==> config.mk <==
export PLATFORM = sky130hd
export DESIGN_NAME = pads_top
export DESIGN_NICKNAME = d
export VERILOG_FILES = /design/src/logic/pads_pkg.sv /design/src/logic/imem_loader.sv /design/src/logic/input_sync.sv /design/src/logic/mode_control.sv /design/src/logic/pads_top.sv
export VERILOG_INCLUDE_DIRS = /design/src /design/src/logic
export SDC_FILE = /design/constraint.sdc
export NUM_CORES = 1
export LEC_CHECK = 0
export ABC_AREA = 1
export BUFFER_PORTS_ARGS = -buffer_cell sky130_fd_sc_hd__clkbuf_2
export CORE_MARGIN = 10
export CORE_UTILIZATION = 37
export DETAILED_ROUTE_END_ITERATION = 10
export GPL_TIMING_DRIVEN = 0
export PLACE_DENSITY = 0.7
export SETUP_SLACK_MARGIN = 0.15
export SYNTH_ARGS = -nofsm -noshare
export SYNTH_HDL_FRONTEND = slang
export SYNTH_SLANG_ARGS = --single-unit
==> constraint.sdc <==
create_clock -name clk_int -period 1 [get_ports clk_int]
set_clock_uncertainty 0.1 [all_clocks]
set_input_delay 0.1 -clock clk_int [delete_from_list [all_inputs] [get_ports clk_int]]
set_output_delay 0.1 -clock clk_int [all_outputs]
set_load 0.01 [all_outputs]
==> src/logic/pads_cfg.svh <==
`ifndef PADS_CFG_SVH
`define PADS_CFG_SVH

// Width of port A and port B
`define PADS_BYTE_W 8

// Address into one pattern buffer over the serial bus
`define PADS_SADDR_W 3

// Instruction memory address
`define PADS_IMEM_ADDR_W 10

// One pattern half as stored in instruction memory
`define PADS_PAT_W 23

// Two pattern halves side by side
`define PADS_IMEM_DATA_W 46

// Address byte pair plus two 24-bit lanes
`define PADS_SHIFT_W 58

// Free-running divider, top bit is clock_out
`define PADS_CLKDIV_W 5

`endif

==> src/logic/pads_pkg.sv <==
`default_nettype none

`include "pads_cfg.svh"

package pads_pkg;

	// Decoded from the two mode pins
	typedef enum logic [1:0] {
		mode_reset   = 2'd0,
		mode_debug   = 2'd1,
		mode_run     = 2'd2,
		mode_memload = 2'd3
	} mode_e;

	// Serial debug bus into one pattern buffer
	typedef struct packed {
		logic                     sclk;
		logic                     ssel;
		logic                     sin;
		logic [`PADS_SADDR_W-1:0] saddr;
	} debug_bus_t;

	// Instruction memory write port
	typedef struct packed {
		logic [`PADS_IMEM_ADDR_W-1:0] addr;
		logic [`PADS_IMEM_DATA_W-1:0] data;
	} imem_word_t;

	// Resets to the core and the two pattern buffers
	typedef struct packed {
		logic reset_pat;
		logic reset_patternbuf_low;
		logic reset_patternbuf_high;
	} buf_reset_t;

endpackage

`default_nettype wire

==> src/logic/imem_loader.sv <==
`default_nettype none

`include "pads_cfg.svh"

module imem_loader (
	input  logic                    clk_int,
	input  logic                    mode_is_reset,
	input  logic [`PADS_BYTE_W-1:0] io_a_synched,
	input  logic                    imem_clock_synched,
	output pads_pkg::imem_word_t    imem
);

	// Address in the top bits, then two 24-bit pattern lanes
	logic [`PADS_SHIFT_W-1:0] shifter;
	logic                     clock_prev;
	logic                     load_edge;

	// Rising edge of the synchronised load clock
	assign load_edge = imem_clock_synched && !clock_prev;

	always_ff @(posedge clk_int) begin
		if (mode_is_reset) begin
			clock_prev <= 1'b0;
			shifter    <= '0;
		end else begin
			clock_prev <= imem_clock_synched;
			if (load_edge) begin
				// Oldest byte falls off the top
				shifter <= {shifter[`PADS_SHIFT_W-`PADS_BYTE_W-1:0], io_a_synched};
			end
		end
	end

	assign imem.addr = shifter[`PADS_SHIFT_W-1 -: `PADS_IMEM_ADDR_W];

	// Each lane is shifted in as 24 bits but memory holds 23, so the
	// top bit of each lane is dropped
	assign imem.data = {shifter[`PADS_PAT_W+1 +: `PADS_PAT_W],
		shifter[0 +: `PADS_PAT_W]};

	// Word may only move one cycle after a load clock edge or after reset
	a_shift_on_edge: assert property (
		@(posedge clk_int) disable iff (mode_is_reset)
		!$stable(shifter) |-> ($past(load_edge) || $past(mode_is_reset))
	) else $error("instruction shifter moved without a load clock edge");

endmodule

`default_nettype wire

==> src/logic/input_sync.sv <==
`default_nettype none

`include "pads_cfg.svh"

module input_sync (
	input  logic                    clk_int,
	input  logic                    mode_is_reset,
	input  pads_pkg::mode_e         mode,
	input  logic [`PADS_BYTE_W-1:0] io_a_in,
	input  logic [`PADS_BYTE_W-1:0] io_b_in,
	input  logic                    pwm_low,
	input  logic                    pwm_high,
	output logic [`PADS_BYTE_W-1:0] io_a_synched,
	output logic                    imem_clock_synched,
	output logic                    imem_write_synched,
	output logic                    pwm_low_synched,
	output logic                    pwm_high_synched
);
	import pads_pkg::*;

	// Port A plus load clock, load write and the two pwm pins
	localparam int sync_w = `PADS_BYTE_W + 4;

	logic              imem_clock_gated;
	logic              imem_write_gated;
	logic [sync_w-1:0] sync_in;
	logic [sync_w-1:0] sync_meta;
	logic [sync_w-1:0] sync_out;

	// Load pins on port B only mean something in memory load mode
	assign imem_clock_gated = (mode == mode_memload) && io_b_in[0];
	assign imem_write_gated = (mode == mode_memload) && io_b_in[1];

	assign sync_in = {io_a_in, imem_clock_gated, imem_write_gated, pwm_low, pwm_high};

	always_ff @(posedge clk_int) begin
		if (mode_is_reset) begin
			sync_meta <= '0;
			sync_out  <= '0;
		end else begin
			sync_meta <= sync_in;
			sync_out  <= sync_meta;
		end
	end

	assign {io_a_synched, imem_clock_synched, imem_write_synched,
		pwm_low_synched, pwm_high_synched} = sync_out;

endmodule

`default_nettype wire

==> src/logic/mode_control.sv <==
`default_nettype none

`include "pads_cfg.svh"

module mode_control (
	input  pads_pkg::mode_e         mode,
	input  logic [`PADS_BYTE_W-1:0] io_a_in,
	input  logic [`PADS_BYTE_W-1:0] io_b_in,
	input  logic                    sout_low,
	input  logic                    sout_high,
	input  logic [`PADS_BYTE_W-1:0] core_outputs,
	output pads_pkg::debug_bus_t    dbg_low,
	output pads_pkg::debug_bus_t    dbg_high,
	output pads_pkg::buf_reset_t    buf_resets,
	output logic [`PADS_BYTE_W-1:0] io_b_out,
	output logic                    io_b_lsb_oe
);
	import pads_pkg::*;

	debug_bus_t dbg_bus;
	logic       sel_high;
	logic       sout;

	// Serial bus fields as they sit on port A
	assign dbg_bus.sclk  = io_a_in[0];
	assign dbg_bus.ssel  = io_a_in[1];
	assign dbg_bus.sin   = io_a_in[2];
	assign dbg_bus.saddr = io_a_in[5:3];

	// Bit 6 picks the high buffer, else the low one
	assign sel_high = io_a_in[6];

	// Returned serial data of whichever buffer is addressed
	assign sout = sel_high ? sout_high : sout_low;

	always_comb begin
		dbg_low     = '0;
		dbg_high    = '0;
		buf_resets  = '0;
		io_b_out    = core_outputs;
		io_b_lsb_oe = 1'b0;

		case (mode)
			mode_reset: begin
				buf_resets = '1;
			end

			mode_debug: begin
				if (sel_high) begin
					dbg_high = dbg_bus;
				end else begin
					dbg_low = dbg_bus;
				end

				// Port B low nibble is an input here, resets come straight from it
				buf_resets.reset_pat             = io_b_in[2];
				buf_resets.reset_patternbuf_high = io_b_in[1];
				buf_resets.reset_patternbuf_low  = io_b_in[0];

				// Pull-up level on the input bits, serial readback on bit 4
				io_b_out[3:0] = 4'hf;
				io_b_out[4]   = sout;
			end

			mode_run: begin
				io_b_lsb_oe = 1'b1;
			end

			mode_memload: begin
				// Core and buffers held while the instruction memory fills
				buf_resets = '1;
			end

			default: begin
				buf_resets = '1;
			end
		endcase

		// Both buffers clocked at once would corrupt the unselected one
		assert (!(dbg_low.sclk && dbg_high.sclk))
			else $error("debug clock driven to both pattern buffers");

		// Driving the low nibble outside run mode fights the external pins
		assert (!io_b_lsb_oe || (mode == mode_run))
			else $error("port B low nibble enabled outside run mode");
	end

endmodule

`default_nettype wire

==> src/logic/pads_top.sv <==
`default_nettype none

`include "pads_cfg.svh"

module pads_top (
	input  logic                    clk_int,
	input  logic                    mode_is_reset,
	input  logic [1:0]              modesel,
	input  logic [`PADS_BYTE_W-1:0] io_a_in,
	input  logic [`PADS_BYTE_W-1:0] io_b_in,
	input  logic                    pwm_low,
	input  logic                    pwm_high,
	input  logic                    sout_low,
	input  logic                    sout_high,
	input  logic [`PADS_BYTE_W-1:0] core_outputs,
	output pads_pkg::debug_bus_t    dbg_low,
	output pads_pkg::debug_bus_t    dbg_high,
	output pads_pkg::buf_reset_t    buf_resets,
	output logic [`PADS_BYTE_W-1:0] io_b_out,
	output logic                    io_b_lsb_oe,
	output pads_pkg::imem_word_t    imem,
	output logic                    imem_write,
	output logic                    pwm_low_synched,
	output logic                    pwm_high_synched,
	output logic [`PADS_BYTE_W-1:0] io_a_synched,
	output logic                    clock_out
);
	import pads_pkg::*;

	mode_e                     mode;
	logic                      imem_clock_synched;
	logic [`PADS_CLKDIV_W-1:0] clk_div;

	// Mode pins read straight, all four codes are valid
	assign mode = mode_e'(modesel);

	input_sync input_sync_i (
		.clk_int            (clk_int),
		.mode_is_reset      (mode_is_reset),
		.mode               (mode),
		.io_a_in            (io_a_in),
		.io_b_in            (io_b_in),
		.pwm_low            (pwm_low),
		.pwm_high           (pwm_high),
		.io_a_synched       (io_a_synched),
		.imem_clock_synched (imem_clock_synched),
		.imem_write_synched (imem_write),
		.pwm_low_synched    (pwm_low_synched),
		.pwm_high_synched   (pwm_high_synched)
	);

	mode_control mode_control_i (
		.mode         (mode),
		.io_a_in      (io_a_in),
		.io_b_in      (io_b_in),
		.sout_low     (sout_low),
		.sout_high    (sout_high),
		.core_outputs (core_outputs),
		.dbg_low      (dbg_low),
		.dbg_high     (dbg_high),
		.buf_resets   (buf_resets),
		.io_b_out     (io_b_out),
		.io_b_lsb_oe  (io_b_lsb_oe)
	);

	imem_loader imem_loader_i (
		.clk_int            (clk_int),
		.mode_is_reset      (mode_is_reset),
		.io_a_synched       (io_a_synched),
		.imem_clock_synched (imem_clock_synched),
		.imem               (imem)
	);

	// Divide by 32 for the clock_out pin
	always_ff @(posedge clk_int) begin
		if (mode_is_reset) begin
			clk_div <= '0;
		end else begin
			clk_div <= clk_div + 1'b1;
		end
	end

	assign clock_out = clk_div[`PADS_CLKDIV_W-1];

endmodule

`default_nettype wire

Word level (Yosys, flattened, before mapping)
Cells that the tools add are included.
{ "totals": {"regBits": 88, "input_bits": 32, "elab_cells": 23} }
{ "op_classes": {"n_reduce_logical": 6, "eq_ne": 3, "muxes": 8, "addsub": 1} }
{ "op_table": {"columns": ["operator", "count"], "rows": [
  ["6-bit 2-to-1 mux", 4],
  ["3-bit case mux with 2 select lines", 1],
  ["5-bit by 1-bit adder with 5-bit output, second input constant", 1],
  ["5-bit 2-to-1 mux", 1],
  ["2-bit equality test, second input constant", 2],
  ["1-bit logical AND", 3],
  ["2-bit by 1-bit equality test with 1-bit output, second input constant", 1],
  ["2-bit logical NOT", 1],
  ["1-bit 2-to-1 mux", 2],
  ["2-bit OR reduction", 1],
  ["1-bit logical NOT", 1]
]} }

Logic depth before layout (Yosys ltp)
{ "depth": {"ltp_word": 3, "mapped_depth": 7, "depth_no_buf": 5} }

By module
A second synthesis with hierarchy kept.
{ "unflattened": {"cells_unflattened": 584, "area_unflattened_um2": 4057.6} }
{ "by_module_without_submodules": {"columns": ["module", "area_per_inst_um2", "cells_each", "seq_area_each_um2", "instances"], "rows": [
  ["imem_loader", 2917.8, 435, 1181.1, 1],
  ["input_sync", 690.7, 76, 480.5, 1],
  ["mode_control", 251.5, 49, 0.0, 1],
  ["pads_top", 197.7, 24, 100.1, 1]
]} }

Worst setup path before layout
No wires, ideal clock.
{ "synth_path": {"path_type": "register to register", "from": "reg input_sync_i.sync_out[3]", "to": "reg imem_loader_i.shifter[37]", "required_ns": 0.787, "stages_incl_launch_ff": 6, "period_less_slack_ns": 1.048, "arrival_time_ns": 0.835, "path_slack_ns": -0.048, "cell_sequence": "dfxtp_1 > nand2_2 > buf_6 > buf_4 > o21ai_1 > nor2_1"} }
{ "synth_between": {"elab_chain_cells": 1} }
{ "synth_rtl": {"columns": ["item", "line_no", "rtl"], "rows": [
  ["from (decl)", "input_sync.sv:28", "logic [sync_w-1:0] sync_out;"],
  ["from (signal assigned)", "input_sync.sv:42", "sync_out <= sync_meta;"],
  ["1-bit logical AND", "imem_loader.sv:19", "assign load_edge = imem_clock_synched && !clock_prev;"],
  ["to (signal assigned)", "imem_loader.sv:29", "shifter <= {shifter[`PADS_SHIFT_W-`PADS_BYTE_W-1:0], io_a_synched};"],
  ["to (decl)", "imem_loader.sv:14", "logic [`PADS_SHIFT_W-1:0] shifter;"]
]} }
No other way between the ends.
A chain may end at the register's enable or synchronous reset.

Final worst setup path
Ends and elaborated chain as after synthesis.

==> impl.org <==
** Pwr
- Cell Pwr Density :: around 1100 nW/um2
- Across the VDD grid, the largest voltage drop is 0.880 mV.
- Sequential Power Share :: between 40% and 50%
- Net switching is 23.7% of the power.
- Internal power comes to about 5.9 mW.
- Summed over all nets, the switching power comes to 1.84 mW.
- Leakage :: 3.15 nW
- Combinational logic is responsible for 16.1% of the overall power.
- Of the total power, the clock network draws 36.6%.

** STA
- Setup repair after global routing could not meet its margin everywhere.
- Final hold viol count :: 0
- Number of max-slew violations in the final report :: 0
- Setup violations remaining at the end of the flow were counted as between 100 and 150.
- Static timing analysis puts the maximum clock frequency at approximately 830 MHz.
- Setup total negative slack on the finished layout was measured at -13.29 ns.
- After layout, the minimum clock period comes to 1.20 ns.
- The worst path uses 120% of the clock period.
- Worst Tran Pin Value :: 0.576 ns
- Headroom to the max-slew limit came out at 61.6%.
- Final Worst Setup Slack :: -0.198 ns

** Critical path
- For the worst flop-to-flop path, the logic depth is 5.
- Endpoint of the most critical setup path :: imem_loader_i.shifter[37]
- Signal arrival time at the worst endpoint :: 1.34 ns
- Along the worst path, the maximum fanout reaches 10.
- In this run the register-to-register setup slack is -0.20 ns.
- Data required time at the worst endpoint :: 1.14 ns
- Capture instance of the worst register-to-register path :: imem_loader_i.shifter[37]
- Launch point of the worst path :: input_sync_i.sync_out[3]
- The startpoint identified for the worst register-to-register timing path is input_sync_i.sync_out[3].
- Startpoint-to-endpoint class of the critical path :: register to register
- Type of element launching the critical path :: register
- The worst setup path is captured at a register.

** Floorplanning
- Core Area :: 9280 um2
- Cell row count :: 35
- 124 I/O pins were placed.
- The die covers 13,900 um2.
- Starting utilization of the core area :: 38.2%
- In this run the horizontal extent of the chip is around 120 um.
- Die span in y :: roughly 120 um

** Synthesis
- Number of enable flip-flop cells after synthesis :: 0
- Counting flops and latches in the post-synthesis netlist gives just under 90.
- Share of the synthesized area in the top cell type :: 49.6%
- Summing every instance area after synthesis gives 3550 um2.
- Dominant cell type by area after synthesis :: dfxtp_1
- In the post-synthesis netlist, the cell with the most instances is nor2_1.
- The average instance in the mapped netlist occupies 7.89 um2.
- Commonest cells in the synthesized netlist :: 160 x nor2_1, 88 x dfxtp_1, 61 x buf_4
- Post-Syn Nets :: approximately 490
- Register area share after synthesis :: just under 50%
- Largest cells by area after synthesis :: dfxtp_1 50%, nor2_1 17%, buf_4 13%, o21ai_0 5.9%, inv_1 3.2%
- The netlist uses 20 different library cells.
- For this run, the leading register cell type out of synthesis is dfxtp_1.
- Yosys synthesis warning count :: 0
- Post-synthesis instance total :: 450
- In the synthesized netlist the async set-or-reset flop fraction comes to 0%.

** Global route
- Largest net degree at the start of global routing :: 15
- Antenna violations before repair :: 0
- The number of global-route vias before repair was 3,880.
- Wire length of the first global-routing pass :: approximately 18 mm
- The total overflow left after global routing is 0.
- Gr usage total :: 15.7%

** Detailed routing
- In the routed design, unresolved DRC markers number 0.
- Overall via count from detail_route :: 3,588
- Dividing the detail-routed via count by the number of cells gives around 4.5.
- Routed length per instance :: 15.8 um
- In this run the remaining antenna-violating nets after routing total 0.
- Drt first-iter violations :: 140
- Wires add up to 12.6 mm.
- Router iterations before antenna repair :: 4

** Final layout
- Compared with the post-synthesis result, the final layout area differs by 93.4%.
- Net count of the finished layout :: 704
- Fraction of final layout cells with drive strength greater than 1 :: approximately 68%
- Counting the fill cells in the layout gives between 500 and 600.
- 0 antenna diodes ended up in the layout.

** Status
- The flow ran to the end, but the final reports show violations.
- Violations in the final reports :: setup timing

** Clocking
- Maximum root-to-sink buffer count :: 2
- Total CTS buffers :: 9
- Cell at the root of the clock tree :: clkbuf_8
- TritonCTS built the clock tree.
- H-Tree Level Count :: 3
- Clock-pin slew was measured on the worst setup and hold paths at 0.09 ns.
- Number of clock sinks :: between 80 and 90
- Later-pin clock latency in the skew report :: 0.35 ns

** Worst hold path
- Class of the most critical hold timing path :: input pin to register

** Placed design
- Estimated wirelength of the detail-placed design :: 6.77 mm
- Placement Setup Slack :: -0.214 ns
- The count of buffers added on input and output ports is 115.
- Routability-driven placement finished with a final weighted congestion of 0.758.

** Job
- Across the run, the number of max-cap violations was 0.
[worst min-delay path by stage]
stage,start,endpoint,slack [ns],depth (start not counted)
floorplan,pwm_high,input_sync_i.sync_meta[0],0.11,2
global placement,pwm_high,input_sync_i.sync_meta[0],0.20,3
detailed placement,pwm_high,input_sync_i.sync_meta[0],0.20,3
CTS,io_a_in[6],input_sync_i.sync_meta[10],0.03,3
global route,io_a_in[6],input_sync_i.sync_meta[10],0.03,3
finish,io_a_in[6],input_sync_i.sync_meta[10],0.05,3
[final cells by class]
class	count	area [um2]	share of cell area, %
clock buffer	9	124	1.80
timing repair buffer	205	2060	30.0
multi-input combinational	250	1530	22.3
inverter	32	153	2.22
sequential	88	1860	27.1
buffer	80	867	12.6
clock inverter	6	109	1.59
tap	129	161	2.35
[state kept, by name (all words and copies together), names as in the netlist]
| name | cells |
|---|---|
| clk_div | 5 |
| input_sync_i.sync_out | 12 |
| imem_loader_i.clock_prev | 1 |
| imem_loader_i.shifter | 58 |
| input_sync_i.sync_meta | 12 |
[power by group through the flow]
stage	combinational (mW)	clock (mW)	sequential, mW
2_1_floorplan	0.438	0	3.74
3_3_place_gp	0.671	0	3.75
3_5_place_dp	0.686	0	3.75
4_1_cts	1.03	2.91	3.68
5_1_grt	1.35	3.07	3.70
6_report	1.26	2.85	3.69
[through the flow]
stage	util [%]	hold slack (ns)	power, mW	instances	area, um2
final	73.9	0.0457	7.79	799	6860
after global routing	73.9	0.0350	8.12	799	6860
after CTS	66.9	0.0272	7.61	782	6210
after detailed placement	47.0	0.197	4.44	694	4360
after global placement	47.0	0.199	4.42	694	4360
after floorplan	-	0.107	4.18	450	3630
[what timing repair did]
item | CTS | global route
hold endpoints to repair | 11 | 0
pin swaps | 20 | 14
setup endpoints to repair | 150 | 151
gates resized for setup | 276 | 191
hold buffers | 11 | 0
buffers inserted | 59 | 14
cloned | 3 | 3
[metal layers]
metal  wire length, um  global-route usage, %  vias up
met5                 0                      0        -
met2              7000                   30.3      134
li1                  -                      -     1766
met4               185                   3.94        0
met1              4510                   14.5     1672
met3               912                   6.81       16
[critical path, stage by stage, from the launching register on]
cell and delay (ns):
dfxtp_2 0.39, nand2_8 0.09, buf_6 0.15, buf_6 0.14, o21ai_1 0.15, nor2_1 0.06
[cells in the final DEF (no fill, tap or decap), types with 2 or more instances in the layout]
master         netlist  final
nor2_1             160    116
buf_6                5    105
buf_4               61     72
dfxtp_2              0     70
buf_8                0     43
nor2_2               0     29
o21ai_1             16     28
o21ai_2              0     25
clkbuf_2             0     25
inv_1               30     23
dfxtp_1             88     16
nor2_4               0     15
buf_2                6     12
clkbuf_8             0     12
dlygate4sd3_1        0     11
nand2_1             13      9
o21ai_0             42      5
ha_4                 0      5
clkbuf_16            0      5
or2_4                0      4
inv_2                2      4
buf_12               0      4
clkbuf_1             7      4
nand2_8              0      3
bufinv_16            0      3
nand2_2              1      2
inv_4                0      2
a21oi_2              0      2
inv_8                0      2
nand3_2              0      2
dfxtp_4              0      2
clkinv_2             0      2
[kinds of logic after synthesis]
logic type,share of synthesized area [%]
buffers and inverters,19.6
DFF,49.6
adders and majority gates,2.12
xor gates and xnor gates,0.247
and+or+nand+nor,19.6
AOI/OAI and AO/OA,8.78
Power figures use the tool's default switching activity.
